==> config.mk <==
export PLATFORM = sky130hd
export DESIGN_NAME = mam_wb_top
export DESIGN_NICKNAME = d
export VERILOG_FILES = /design/src/mam_pkg.sv /design/src/mam_wb_if.sv /design/src/wb_rr_arbiter.sv /design/src/wb_sram.sv /design/src/mam_wb_top.sv
export VERILOG_INCLUDE_DIRS = /design/src
export SDC_FILE = /design/constraint.sdc
export NUM_CORES = 2
export LEC_CHECK = 0
export BUFFER_PORTS_ARGS = -buffer_cell sky130_fd_sc_hd__buf_2
export CAP_MARGIN = 20
export CORE_AREA = 2 2 745 747
export DETAILED_ROUTE_END_ITERATION = 16
export DIE_AREA = 0 0 747 749
export SETUP_SLACK_MARGIN = 0.5
export SYNTH_ARGS = -nofsm -noshare
export SYNTH_HDL_FRONTEND = slang
export SYNTH_SLANG_ARGS = --single-unit
export TNS_END_PERCENT = 1
==> constraint.sdc <==
create_clock -name clk_i -period 4.5 [get_ports clk_i]
set_clock_uncertainty 0.1 [all_clocks]
set_input_delay 0.45 -clock clk_i [delete_from_list [all_inputs] [get_ports clk_i]]
set_output_delay 0.45 -clock clk_i [all_outputs]
set_load 0.03 [all_outputs]
==> src/mam_cfg.svh <==
// ------------------------------------------------
// Bus and memory sizes for the debug memory access
// RTL and its testbench, included where a width
// or the memory depth is needed
// ------------------------------------------------
`ifndef MAM_CFG_SVH
`define MAM_CFG_SVH

`define MAM_DATA_WIDTH 16                    // Bus data width in bits
`define MAM_ADDR_WIDTH 32                    // Byte address
`define MAM_SEL_WIDTH  (`MAM_DATA_WIDTH / 8) // One select per byte
`define MAM_MEM_WORDS  256                   // Memory depth, addresses wrap

`endif

==> src/mam_pkg.sv <==
// ------------------------------------------------
// Enumerated types shared by the bridge, the arbiter
// and the memory. Modules import it in their body
// ------------------------------------------------
package mam_pkg;

   // Request direction as seen on req_rw_i
   typedef enum logic {
      MAM_READ  = 1'b0,
      MAM_WRITE = 1'b1
   } mam_op_e;

   // Wishbone B3 cycle type identifier
   typedef enum logic [2:0] {
      CTI_CLASSIC = 3'b000,
      CTI_INCR    = 3'b010,                  // Incrementing burst
      CTI_END     = 3'b111                   // Last beat of a cycle
   } wb_cti_e;

   // Bridge FSM states
   typedef enum logic [3:0] {
      STATE_IDLE,
      STATE_WRITE_LAST,                      // Final write beat on the bus
      STATE_WRITE_LAST_WAIT,                 // Final beat waits for data
      STATE_WRITE,
      STATE_WRITE_WAIT,
      STATE_READ_LAST,                       // Single read on the bus
      STATE_READ_LAST_BURST,                 // Final burst beat on the bus
      STATE_READ_LAST_WAIT,                  // Last word waits for the reader
      STATE_READ_START,                      // cyc up, stb follows next clock
      STATE_READ,
      STATE_READ_WAIT
   } mam_state_e;

endpackage

==> src/mam_wb_if.sv <==
// ------------------------------------------------
// Bridge from the request, write and read channels
// to a Wishbone B3 master. Single beats use the byte
// strobe, bursts increment the address per beat
// ------------------------------------------------
`timescale 1ns/1ns
`include "mam_cfg.svh"

module mam_wb_if (
   input  logic                       clk_i,
   input  logic                       rst_i,
   input  logic                       req_valid_i,
   output logic                       req_ready_o,
   input  mam_pkg::mam_op_e           req_rw_i,
   input  logic [`MAM_ADDR_WIDTH-1:0] req_addr_i,
   input  logic                       req_burst_i,
   input  logic [13:0]                req_beats_i,   // Words in a burst
   input  logic                       write_valid_i,
   input  logic [`MAM_DATA_WIDTH-1:0] write_data_i,
   input  logic [`MAM_SEL_WIDTH-1:0]  write_strb_i,  // Single beats only
   output logic                       write_ready_o,
   output logic                       read_valid_o,
   output logic [`MAM_DATA_WIDTH-1:0] read_data_o,
   input  logic                       read_ready_i,
   output logic                       stb_o,
   output logic                       cyc_o,
   output logic                       we_o,
   output logic [`MAM_ADDR_WIDTH-1:0] addr_o,
   output logic [`MAM_DATA_WIDTH-1:0] dat_o,
   output logic [`MAM_SEL_WIDTH-1:0]  sel_o,
   output mam_pkg::wb_cti_e           cti_o,
   output logic [1:0]                 bte_o,
   input  logic                       ack_i,
   input  logic [`MAM_DATA_WIDTH-1:0] dat_i
);
   import mam_pkg::*;

   mam_state_e                 state, nxt_state;
   logic                       nxt_stb, nxt_cyc, nxt_we;
   wb_cti_e                    nxt_cti;
   logic [`MAM_ADDR_WIDTH-1:0] nxt_addr, addr_step;
   logic [`MAM_DATA_WIDTH-1:0] nxt_dat, read_q, nxt_read;
   logic [`MAM_SEL_WIDTH-1:0]  nxt_sel;
   logic [13:0]                beats, nxt_beats, beats_dec;
   logic                       burst_q, nxt_burst;
   logic                       is_write;

   // Pick the write state from the beats left and the data on hand
   function automatic mam_state_e write_state(input logic last, input logic have_data);
      if (last) begin
         return have_data ? STATE_WRITE_LAST : STATE_WRITE_LAST_WAIT;
      end
      return have_data ? STATE_WRITE : STATE_WRITE_WAIT;
   endfunction

   assign addr_step   = `MAM_SEL_WIDTH;       // One word in bytes
   assign beats_dec   = beats - 14'd1;
   assign is_write    = (req_rw_i == MAM_WRITE);
   assign read_data_o = read_q;
   assign bte_o       = 2'b00;                // Linear bursts only

   always_ff @(posedge clk_i) begin
      if (rst_i) begin
         state <= STATE_IDLE;
         stb_o <= 1'b0;
         cyc_o <= 1'b0;
      end else begin
         state <= nxt_state;
         stb_o <= nxt_stb;
         cyc_o <= nxt_cyc;
      end
      we_o    <= nxt_we;
      cti_o   <= nxt_cti;
      addr_o  <= nxt_addr;
      dat_o   <= nxt_dat;
      sel_o   <= nxt_sel;
      beats   <= nxt_beats;
      burst_q <= nxt_burst;
      read_q  <= nxt_read;
   end

   always_comb begin
      nxt_state     = state;
      nxt_stb       = stb_o;
      nxt_cyc       = cyc_o;
      nxt_we        = we_o;
      nxt_cti       = cti_o;
      nxt_addr      = addr_o;
      nxt_dat       = dat_o;
      nxt_sel       = sel_o;
      nxt_beats     = beats;
      nxt_burst     = burst_q;
      nxt_read      = read_q;
      req_ready_o   = 1'b0;
      write_ready_o = 1'b0;
      read_valid_o  = 1'b0;

      case (state)
         STATE_IDLE: begin
            req_ready_o   = 1'b1;
            write_ready_o = req_valid_i && is_write;  // First word rides with the request
            if (req_valid_i) begin
               nxt_cyc   = 1'b1;
               nxt_we    = is_write;
               nxt_addr  = req_addr_i;
               nxt_burst = req_burst_i;
               nxt_beats = req_burst_i ? req_beats_i : 14'd1;
               nxt_cti   = (nxt_beats == 14'd1) ? CTI_END : CTI_INCR;
               nxt_sel   = req_burst_i ? '1 : write_strb_i;
               if (is_write) begin
                  nxt_stb   = write_valid_i;
                  nxt_dat   = write_data_i;
                  nxt_state = write_state(nxt_beats == 14'd1, write_valid_i);
               end else begin
                  nxt_state = STATE_READ_START;
               end
            end
         end
         STATE_WRITE_WAIT, STATE_WRITE_LAST_WAIT: begin
            write_ready_o = 1'b1;
            if (write_valid_i) begin
               nxt_stb   = 1'b1;
               nxt_dat   = write_data_i;
               nxt_sel   = burst_q ? '1 : write_strb_i;
               nxt_state = write_state(state == STATE_WRITE_LAST_WAIT, 1'b1);
            end
         end
         STATE_WRITE: begin
            if (ack_i) begin
               write_ready_o = 1'b1;                // Next word taken with this ack
               nxt_addr      = addr_o + addr_step;
               nxt_beats     = beats_dec;
               nxt_stb       = write_valid_i;       // No data, stb drops, cyc stays
               nxt_dat       = write_data_i;
               nxt_state     = write_state(beats_dec == 14'd1, write_valid_i);
               if (beats_dec == 14'd1) begin
                  nxt_cti = CTI_END;
               end
            end
         end
         STATE_WRITE_LAST: begin
            if (ack_i) begin
               nxt_addr  = addr_o + addr_step;
               nxt_beats = beats_dec;
               nxt_stb   = 1'b0;
               nxt_cyc   = 1'b0;
               nxt_cti   = CTI_CLASSIC;
               nxt_state = STATE_IDLE;
            end
         end
         STATE_READ_START: begin
            nxt_stb   = 1'b1;
            nxt_state = (beats == 14'd1) ? STATE_READ_LAST : STATE_READ;
         end
         STATE_READ, STATE_READ_LAST, STATE_READ_LAST_BURST: begin
            if (ack_i) begin
               nxt_read  = dat_i;
               nxt_addr  = addr_o + addr_step;
               nxt_beats = beats_dec;
               nxt_stb   = 1'b0;                    // Hold off until the word is taken
               nxt_state = (state == STATE_READ) ? STATE_READ_WAIT : STATE_READ_LAST_WAIT;
               if (beats_dec == 14'd1) begin
                  nxt_cti = CTI_END;
               end
            end
         end
         STATE_READ_WAIT: begin
            read_valid_o = 1'b1;
            if (read_ready_i) begin
               nxt_stb   = 1'b1;
               nxt_state = (beats == 14'd1) ? STATE_READ_LAST_BURST : STATE_READ;
            end
         end
         STATE_READ_LAST_WAIT: begin
            read_valid_o = 1'b1;
            if (read_ready_i) begin
               nxt_cyc   = 1'b0;                    // Bus released after last handshake
               nxt_cti   = CTI_CLASSIC;
               nxt_state = STATE_IDLE;
            end
         end
         default: nxt_state = STATE_IDLE;
      endcase
   end

   a_stb_in_cyc: assert property (@(posedge clk_i) disable iff (rst_i)
      stb_o |-> cyc_o)
      else $error("stb_o high outside a bus cycle");

   a_last_beat_cti: assert property (@(posedge clk_i) disable iff (rst_i)
      (stb_o && beats == 14'd1) |-> (cti_o == CTI_END))
      else $error("last beat without end-of-burst cti");

endmodule

==> src/wb_rr_arbiter.sv <==
// ------------------------------------------------
// Round-robin arbiter for two Wishbone masters on
// one slave. A grant lasts for a whole bus cycle
// ------------------------------------------------
`timescale 1ns/1ns
`include "mam_cfg.svh"

module wb_rr_arbiter (
   input  logic                       clk_i,
   input  logic                       rst_i,
   input  logic                       m0_cyc_i, m0_stb_i, m0_we_i,
   input  logic [`MAM_ADDR_WIDTH-1:0] m0_addr_i,
   input  logic [`MAM_DATA_WIDTH-1:0] m0_dat_i,
   input  logic [`MAM_SEL_WIDTH-1:0]  m0_sel_i,
   input  mam_pkg::wb_cti_e           m0_cti_i,
   input  logic [1:0]                 m0_bte_i,
   output logic                       m0_ack_o,
   output logic [`MAM_DATA_WIDTH-1:0] m0_dat_o,
   input  logic                       m1_cyc_i, m1_stb_i, m1_we_i,
   input  logic [`MAM_ADDR_WIDTH-1:0] m1_addr_i,
   input  logic [`MAM_DATA_WIDTH-1:0] m1_dat_i,
   input  logic [`MAM_SEL_WIDTH-1:0]  m1_sel_i,
   input  mam_pkg::wb_cti_e           m1_cti_i,
   input  logic [1:0]                 m1_bte_i,
   output logic                       m1_ack_o,
   output logic [`MAM_DATA_WIDTH-1:0] m1_dat_o,
   output logic                       s_cyc_o, s_stb_o, s_we_o,
   output logic [`MAM_ADDR_WIDTH-1:0] s_addr_o,
   output logic [`MAM_DATA_WIDTH-1:0] s_dat_o,
   output logic [`MAM_SEL_WIDTH-1:0]  s_sel_o,
   output mam_pkg::wb_cti_e           s_cti_o,
   output logic [1:0]                 s_bte_o,
   input  logic                       s_ack_i,
   input  logic [`MAM_DATA_WIDTH-1:0] s_dat_i
);
   logic grant;                              // 0 selects master a
   logic last_owner;                         // Master that last held a cycle
   logic owner_cyc, other_cyc;

   assign owner_cyc = grant ? m1_cyc_i : m0_cyc_i;
   assign other_cyc = grant ? m0_cyc_i : m1_cyc_i;

   // With the bus free, hand over to a waiting master, else park on
   // the one that did not go last so simultaneous requests alternate
   always_ff @(posedge clk_i) begin
      if (rst_i) begin
         grant      <= 1'b0;
         last_owner <= 1'b1;
      end else if (owner_cyc) begin
         last_owner <= grant;
      end else begin
         grant <= other_cyc ? ~grant : ~last_owner;
      end
   end

   assign s_cyc_o  = grant ? m1_cyc_i  : m0_cyc_i;
   assign s_stb_o  = grant ? m1_stb_i  : m0_stb_i;
   assign s_we_o   = grant ? m1_we_i   : m0_we_i;
   assign s_addr_o = grant ? m1_addr_i : m0_addr_i;
   assign s_dat_o  = grant ? m1_dat_i  : m0_dat_i;
   assign s_sel_o  = grant ? m1_sel_i  : m0_sel_i;
   assign s_cti_o  = grant ? m1_cti_i  : m0_cti_i;
   assign s_bte_o  = grant ? m1_bte_i  : m0_bte_i;
   assign m0_ack_o = s_ack_i && !grant;
   assign m1_ack_o = s_ack_i && grant;
   assign m0_dat_o = s_dat_i;                // Only meaningful with ack
   assign m1_dat_o = s_dat_i;

   a_grant_held: assert property (@(posedge clk_i) disable iff (rst_i)
      owner_cyc |=> $stable(grant))
      else $error("grant moved during an owned cycle");

   a_ack_to_owner: assert property (@(posedge clk_i) disable iff (rst_i)
      s_ack_i |-> owner_cyc)
      else $error("slave ack outside the granted cycle");

endmodule

==> src/wb_sram.sv <==
// ------------------------------------------------
// Word-wide on-chip memory as a Wishbone slave.
// Acks one clock after a strobe, with a gap of one
// clock after every ack
// ------------------------------------------------
`timescale 1ns/1ns
`include "mam_cfg.svh"

module wb_sram (
   input  logic                       clk_i,
   input  logic                       rst_i,
   input  logic                       cyc_i,
   input  logic                       stb_i,
   input  logic                       we_i,
   input  logic [`MAM_ADDR_WIDTH-1:0] addr_i,
   input  logic [`MAM_DATA_WIDTH-1:0] dat_i,
   input  logic [`MAM_SEL_WIDTH-1:0]  sel_i,
   input  mam_pkg::wb_cti_e           cti_i,
   output logic                       ack_o,
   output logic [`MAM_DATA_WIDTH-1:0] dat_o
);
   import mam_pkg::*;

   logic [`MAM_DATA_WIDTH-1:0]        mem [`MAM_MEM_WORDS];
   logic [$clog2(`MAM_MEM_WORDS)-1:0] word_idx;
   logic                              access;

   // Word address, wrapped to the memory depth
   assign word_idx = addr_i[$clog2(`MAM_SEL_WIDTH) +: $clog2(`MAM_MEM_WORDS)];
   assign access   = cyc_i && stb_i && !ack_o;

   always_ff @(posedge clk_i) begin
      if (rst_i) begin
         ack_o <= 1'b0;
      end else begin
         ack_o <= access;
      end
   end

   always_ff @(posedge clk_i) begin
      if (access) begin
         dat_o <= mem[word_idx];             // Valid together with ack
      end
      if (ack_o && cyc_i && stb_i && we_i) begin
         for (int b = 0; b < `MAM_SEL_WIDTH; b++) begin
            if (sel_i[b]) begin
               mem[word_idx][8*b +: 8] <= dat_i[8*b +: 8];
            end
         end
      end
   end

   a_cti_legal: assert property (@(posedge clk_i) disable iff (rst_i)
      (cyc_i && stb_i) |-> (cti_i inside {CTI_CLASSIC, CTI_INCR, CTI_END}))
      else $error("reserved cti value on a strobed beat");

endmodule

==> src/mam_wb_top.sv <==
// ------------------------------------------------
// Debug memory access top. Requesters a and b each
// drive a bridge, the arbiter shares the memory
// ------------------------------------------------
`timescale 1ns/1ns
`include "mam_cfg.svh"

module mam_wb_top (
   input  logic                       clk_i,
   input  logic                       rst_i,
   input  logic                       a_req_valid_i, b_req_valid_i,
   output logic                       a_req_ready_o, b_req_ready_o,
   input  mam_pkg::mam_op_e           a_req_rw_i, b_req_rw_i,
   input  logic [`MAM_ADDR_WIDTH-1:0] a_req_addr_i, b_req_addr_i,
   input  logic                       a_req_burst_i, b_req_burst_i,
   input  logic [13:0]                a_req_beats_i, b_req_beats_i,
   input  logic                       a_write_valid_i, b_write_valid_i,
   input  logic [`MAM_DATA_WIDTH-1:0] a_write_data_i, b_write_data_i,
   input  logic [`MAM_SEL_WIDTH-1:0]  a_write_strb_i, b_write_strb_i,
   output logic                       a_write_ready_o, b_write_ready_o,
   output logic                       a_read_valid_o, b_read_valid_o,
   output logic [`MAM_DATA_WIDTH-1:0] a_read_data_o, b_read_data_o,
   input  logic                       a_read_ready_i, b_read_ready_i
);
   import mam_pkg::*;

   logic                       a_cyc, a_stb, a_we, a_ack, b_cyc, b_stb, b_we, b_ack;
   logic                       s_cyc, s_stb, s_we, s_ack;
   logic [`MAM_ADDR_WIDTH-1:0] a_addr, b_addr, s_addr;
   logic [`MAM_DATA_WIDTH-1:0] a_dat_w, a_dat_r, b_dat_w, b_dat_r, s_dat_w, s_dat_r;
   logic [`MAM_SEL_WIDTH-1:0]  a_sel, b_sel, s_sel;
   wb_cti_e                    a_cti, b_cti, s_cti;
   logic [1:0]                 a_bte, b_bte;

   mam_wb_if bridge_a (
      .clk_i(clk_i), .rst_i(rst_i), .req_valid_i(a_req_valid_i),
      .req_ready_o(a_req_ready_o), .req_rw_i(a_req_rw_i), .req_addr_i(a_req_addr_i),
      .req_burst_i(a_req_burst_i), .req_beats_i(a_req_beats_i),
      .write_valid_i(a_write_valid_i), .write_data_i(a_write_data_i),
      .write_strb_i(a_write_strb_i), .write_ready_o(a_write_ready_o),
      .read_valid_o(a_read_valid_o), .read_data_o(a_read_data_o),
      .read_ready_i(a_read_ready_i), .stb_o(a_stb), .cyc_o(a_cyc), .we_o(a_we),
      .addr_o(a_addr), .dat_o(a_dat_w), .sel_o(a_sel), .cti_o(a_cti), .bte_o(a_bte),
      .ack_i(a_ack), .dat_i(a_dat_r)
   );

   mam_wb_if bridge_b (
      .clk_i(clk_i), .rst_i(rst_i), .req_valid_i(b_req_valid_i),
      .req_ready_o(b_req_ready_o), .req_rw_i(b_req_rw_i), .req_addr_i(b_req_addr_i),
      .req_burst_i(b_req_burst_i), .req_beats_i(b_req_beats_i),
      .write_valid_i(b_write_valid_i), .write_data_i(b_write_data_i),
      .write_strb_i(b_write_strb_i), .write_ready_o(b_write_ready_o),
      .read_valid_o(b_read_valid_o), .read_data_o(b_read_data_o),
      .read_ready_i(b_read_ready_i), .stb_o(b_stb), .cyc_o(b_cyc), .we_o(b_we),
      .addr_o(b_addr), .dat_o(b_dat_w), .sel_o(b_sel), .cti_o(b_cti), .bte_o(b_bte),
      .ack_i(b_ack), .dat_i(b_dat_r)
   );

   // Bursts are linear, so the slave has no use for bte
   wb_rr_arbiter arbiter (
      .clk_i(clk_i), .rst_i(rst_i),
      .m0_cyc_i(a_cyc), .m0_stb_i(a_stb), .m0_we_i(a_we), .m0_addr_i(a_addr),
      .m0_dat_i(a_dat_w), .m0_sel_i(a_sel), .m0_cti_i(a_cti), .m0_bte_i(a_bte),
      .m0_ack_o(a_ack), .m0_dat_o(a_dat_r),
      .m1_cyc_i(b_cyc), .m1_stb_i(b_stb), .m1_we_i(b_we), .m1_addr_i(b_addr),
      .m1_dat_i(b_dat_w), .m1_sel_i(b_sel), .m1_cti_i(b_cti), .m1_bte_i(b_bte),
      .m1_ack_o(b_ack), .m1_dat_o(b_dat_r),
      .s_cyc_o(s_cyc), .s_stb_o(s_stb), .s_we_o(s_we), .s_addr_o(s_addr),
      .s_dat_o(s_dat_w), .s_sel_o(s_sel), .s_cti_o(s_cti), .s_bte_o(),
      .s_ack_i(s_ack), .s_dat_i(s_dat_r)
   );

   wb_sram memory (
      .clk_i(clk_i), .rst_i(rst_i), .cyc_i(s_cyc), .stb_i(s_stb), .we_i(s_we),
      .addr_i(s_addr), .dat_i(s_dat_w), .sel_i(s_sel), .cti_i(s_cti),
      .ack_o(s_ack), .dat_o(s_dat_r)
   );

endmodule

==> flow_summary.ini <==
[synth]
synthAdderAreaFrac_pct = 0.0972
synth.avg_cell_area_sq_um = 20.1
synth_top_area_cell = edfxtp_1
synth_edf_count = 4228
ys_types = 69
syn_nets = 8348
synth_compound_area_share_pct = 2.48
ys_warn_count = 0
synth_top_family_by_area = multiplexers
synth.area.mux_share_pct = 14.2
synth_flop_cell = edfxtp_1
netlist_area_sq_mm = 0.165
synth-simple-area-share_pct = 4.38
synth_top_cell_area_share_pct = 77.1
synth_seq_cells = 4243
synthArstFlopShare_pct = 0
seq_area_frac_synth_pct = 77.2
synth_most_common_cell = edfxtp_1
synth-xor-area-share_pct = 0.191
synth_common_cells = 4228 x edfxtp_1, 1083 x nand2_1, 1024 x mux4_2, 591 x nor2_1, 278 x clkbuf_1
synth_area_leaders = edfxtp_1 77%, mux4_2 14%, nand2_1 2.5%
synthCells = 8196

[die]
initial_core_util_pct = 29.9
fp.dieArea_sq_mm = 0.560
io-pin-count = 178
die_w_um = 747
dieHeight_um = 749
num_rows = 273
core-area_sq_mm = 0.551

[power]
power.density_mw_per_mm2 = 672
p_leak_nw = 58.5
ir_drop_v = 0.000816
p_total_mw = 129

[global_route]
grt_pass1_wl_um = 610000
grt_usage_pct = 14.7
grt_start_max_net_pins = 143
overflow = 0
antenna_found_initial = 19
grt_pass1_vias = 85600

[worst_setup_path]
crit_chain = mux2_8, buf_12, buf_4, mux4_2, nand2_1, a41oi_1, nor4_2, buf_4, o2111ai_1
worstPathArrival_ps = 4660
r2r_slack_ps = 440
critPathMaxFanout = 58
crit_slowest_cell = nor4_2
worstSetupPathType = reg2reg
crit_required_ps = 5100
cpMostUsedCell = buf_4
start_kind = flop
critical_path.top_delay_family = buffers and inverters
path_buf_inv = 3
critPathMaxStageDelay_ps = 550
critPathCaptureType = flop

[clock_network]
clockRootBuffer = clkbuf_16
cts_tree = done
clk_latency_ps = 970
cts_buffers = 418
htree_levels = 5
clockBufferDepth = 4
clkTransAtPathRegs_ps = 60
numClockSinks = 4243

[timing]
setup_viol_count_final = 0
fmax_mhz = 246
max_slew_margin_pct = 22.6
drv_slew = 0
fin_setup_tns_ps = 0
hold_viol_final = 0
period_share_pct = 90.3
rsz0062_at_grt = yes
finalCriticalPeriod_ps = 4060
tightest_slew_ps = 1150

[route]
drtIter0Drc = 10200
post_drt_wl_per_cell_um = 25.8
antenna_left = 0
wirelength_um = 425000
vias_per_cell = 5.10
dr.pass1.iters = 6
via_count = 84100
drc_errors = 0

[final_layout]
drive_above_1_share_pct = 25.8
area_growth_pct = 16.8
fin_nets = 9006
final_util_pct = 34.9

[placement]
hpwl_um = 257000
port-buffer-count = 129
gp_congestion = 0.837

[run]
maxCapViolCount = 0

[outcome]
outcome = finished clean

[hold_path]
min_path_type = in2reg
## sequential cells by signal, summed over array words and instances, names as in the netlist, 2 cells and up
register and flops:
bridge_b.read_data_o 16, bridge_b.dat_o 16, bridge_b.beats 14, bridge_a.read_data_o 16, bridge_b.addr_o 8, memory.mem 4096, bridge_a.sel_o 2, bridge_b.sel_o 2
memory.dat_o 16, bridge_a.dat_o 16, bridge_b.state 4, bridge_a.beats 14, bridge_a.addr_o 8, bridge_a.state 4
## worst register-to-register path, cell delays in order, from the launching register on
cell,delay (ps)
dfxtp_4,500
mux2_8,510
buf_12,410
buf_4,460
mux4_2,400
nand2_1,100
a41oi_1,410
nor4_2,560
buf_4,230
o2111ai_1,120
## power by group
part	switching, mW	internal, mW
sequential	0.670	50.3
combinational	27.8	15.8
clock	15.1	19.7
total	43.5	85.8
## path summary, 6_finish.rpt
kind / start / to / cells past startpoint
worst min register to register: bridge_b.stb_o / bridge_b.stb_o / 2
worst min-delay path: a_write_data_i[15] / bridge_a.dat_o[15] / 2
worst max register to register: arbiter.grant / memory.dat_o[3] / 9
worst max-delay path: arbiter.grant / memory.dat_o[3] / 9
## kinds of logic (layout without fill, tap and decap cells)
| group | count (synthesis) | in the layout |
|---|---|---|
| other cells | 0 | 6 |
| simple gates | 1829 | 1829 |
| buf+inv | 514 | 1518 |
| compound gates | 509 | 509 |
| fa+ha+maj | 13 | 13 |
| xor+xnor | 36 | 36 |
| mux | 1052 | 1052 |
| flops | 4243 | 4243 |
## metal layers
metal	routed length [um]	global-route usage, %
met3	32200	2.12
met4	14000	4.76
met2	210000	24.7
met5	10	0
met1	169000	19.6
## metrics by stage
step | std cells | setup WS (ps) | area (sq um) | hold WS (ps)
final | 16500 | 439 | 192000 | 90.5
after global placement | 15600 | 243 | 178000 | 384
after floorplan | 8196 | 379 | 165000 | 321
after detailed placement | 15600 | 207 | 178000 | 377
after CTS | 16500 | 335 | 192000 | 17.3
after global routing | 16500 | 311 | 192000 | 70.0
## layout make-up
| type | instances | area (sq um) |
|---|---|---|
| Sequential cell | 4243 | 127000 |
| Clock buffer | 495 | 10800 |
| Antenna cell | 6 | 15.0 |
| Timing Repair Buffer | 731 | 6610 |
| Clock inverter | 271 | 2750 |
| Fill cell | 50700 | 359000 |
| Inverter | 21 | 78.8 |
| Multi-Input combinational cell | 3439 | 35800 |
| Tap cell | 7287 | 9120 |
## placed cells by master, fill, tap and decap left out, types with 32 or more instances in the layout
cell and count:
buf_4 408, clkbuf_1 74, o41ai_1 32, buf_2 129
nand2_1 1067, clkbuf_16 420, buf_12 93, dlygate4sd3_1 97
nor2_1 578, clkinv_1 89, bufinv_16 43, edfxtp_1 4228
a21oi_1 91, a41oi_1 260, mux4_2 1024, clkinv_2 89
## repair_timing
action	in CTS	in global routing
gates resized for setup	3	8
endpoints found under the setup margin	77	133
hold buffers	97	0
buffers inserted	1	0
endpoints found under the hold margin	115	0
pin swaps	0	0
Power figures use the tool's default switching activity.
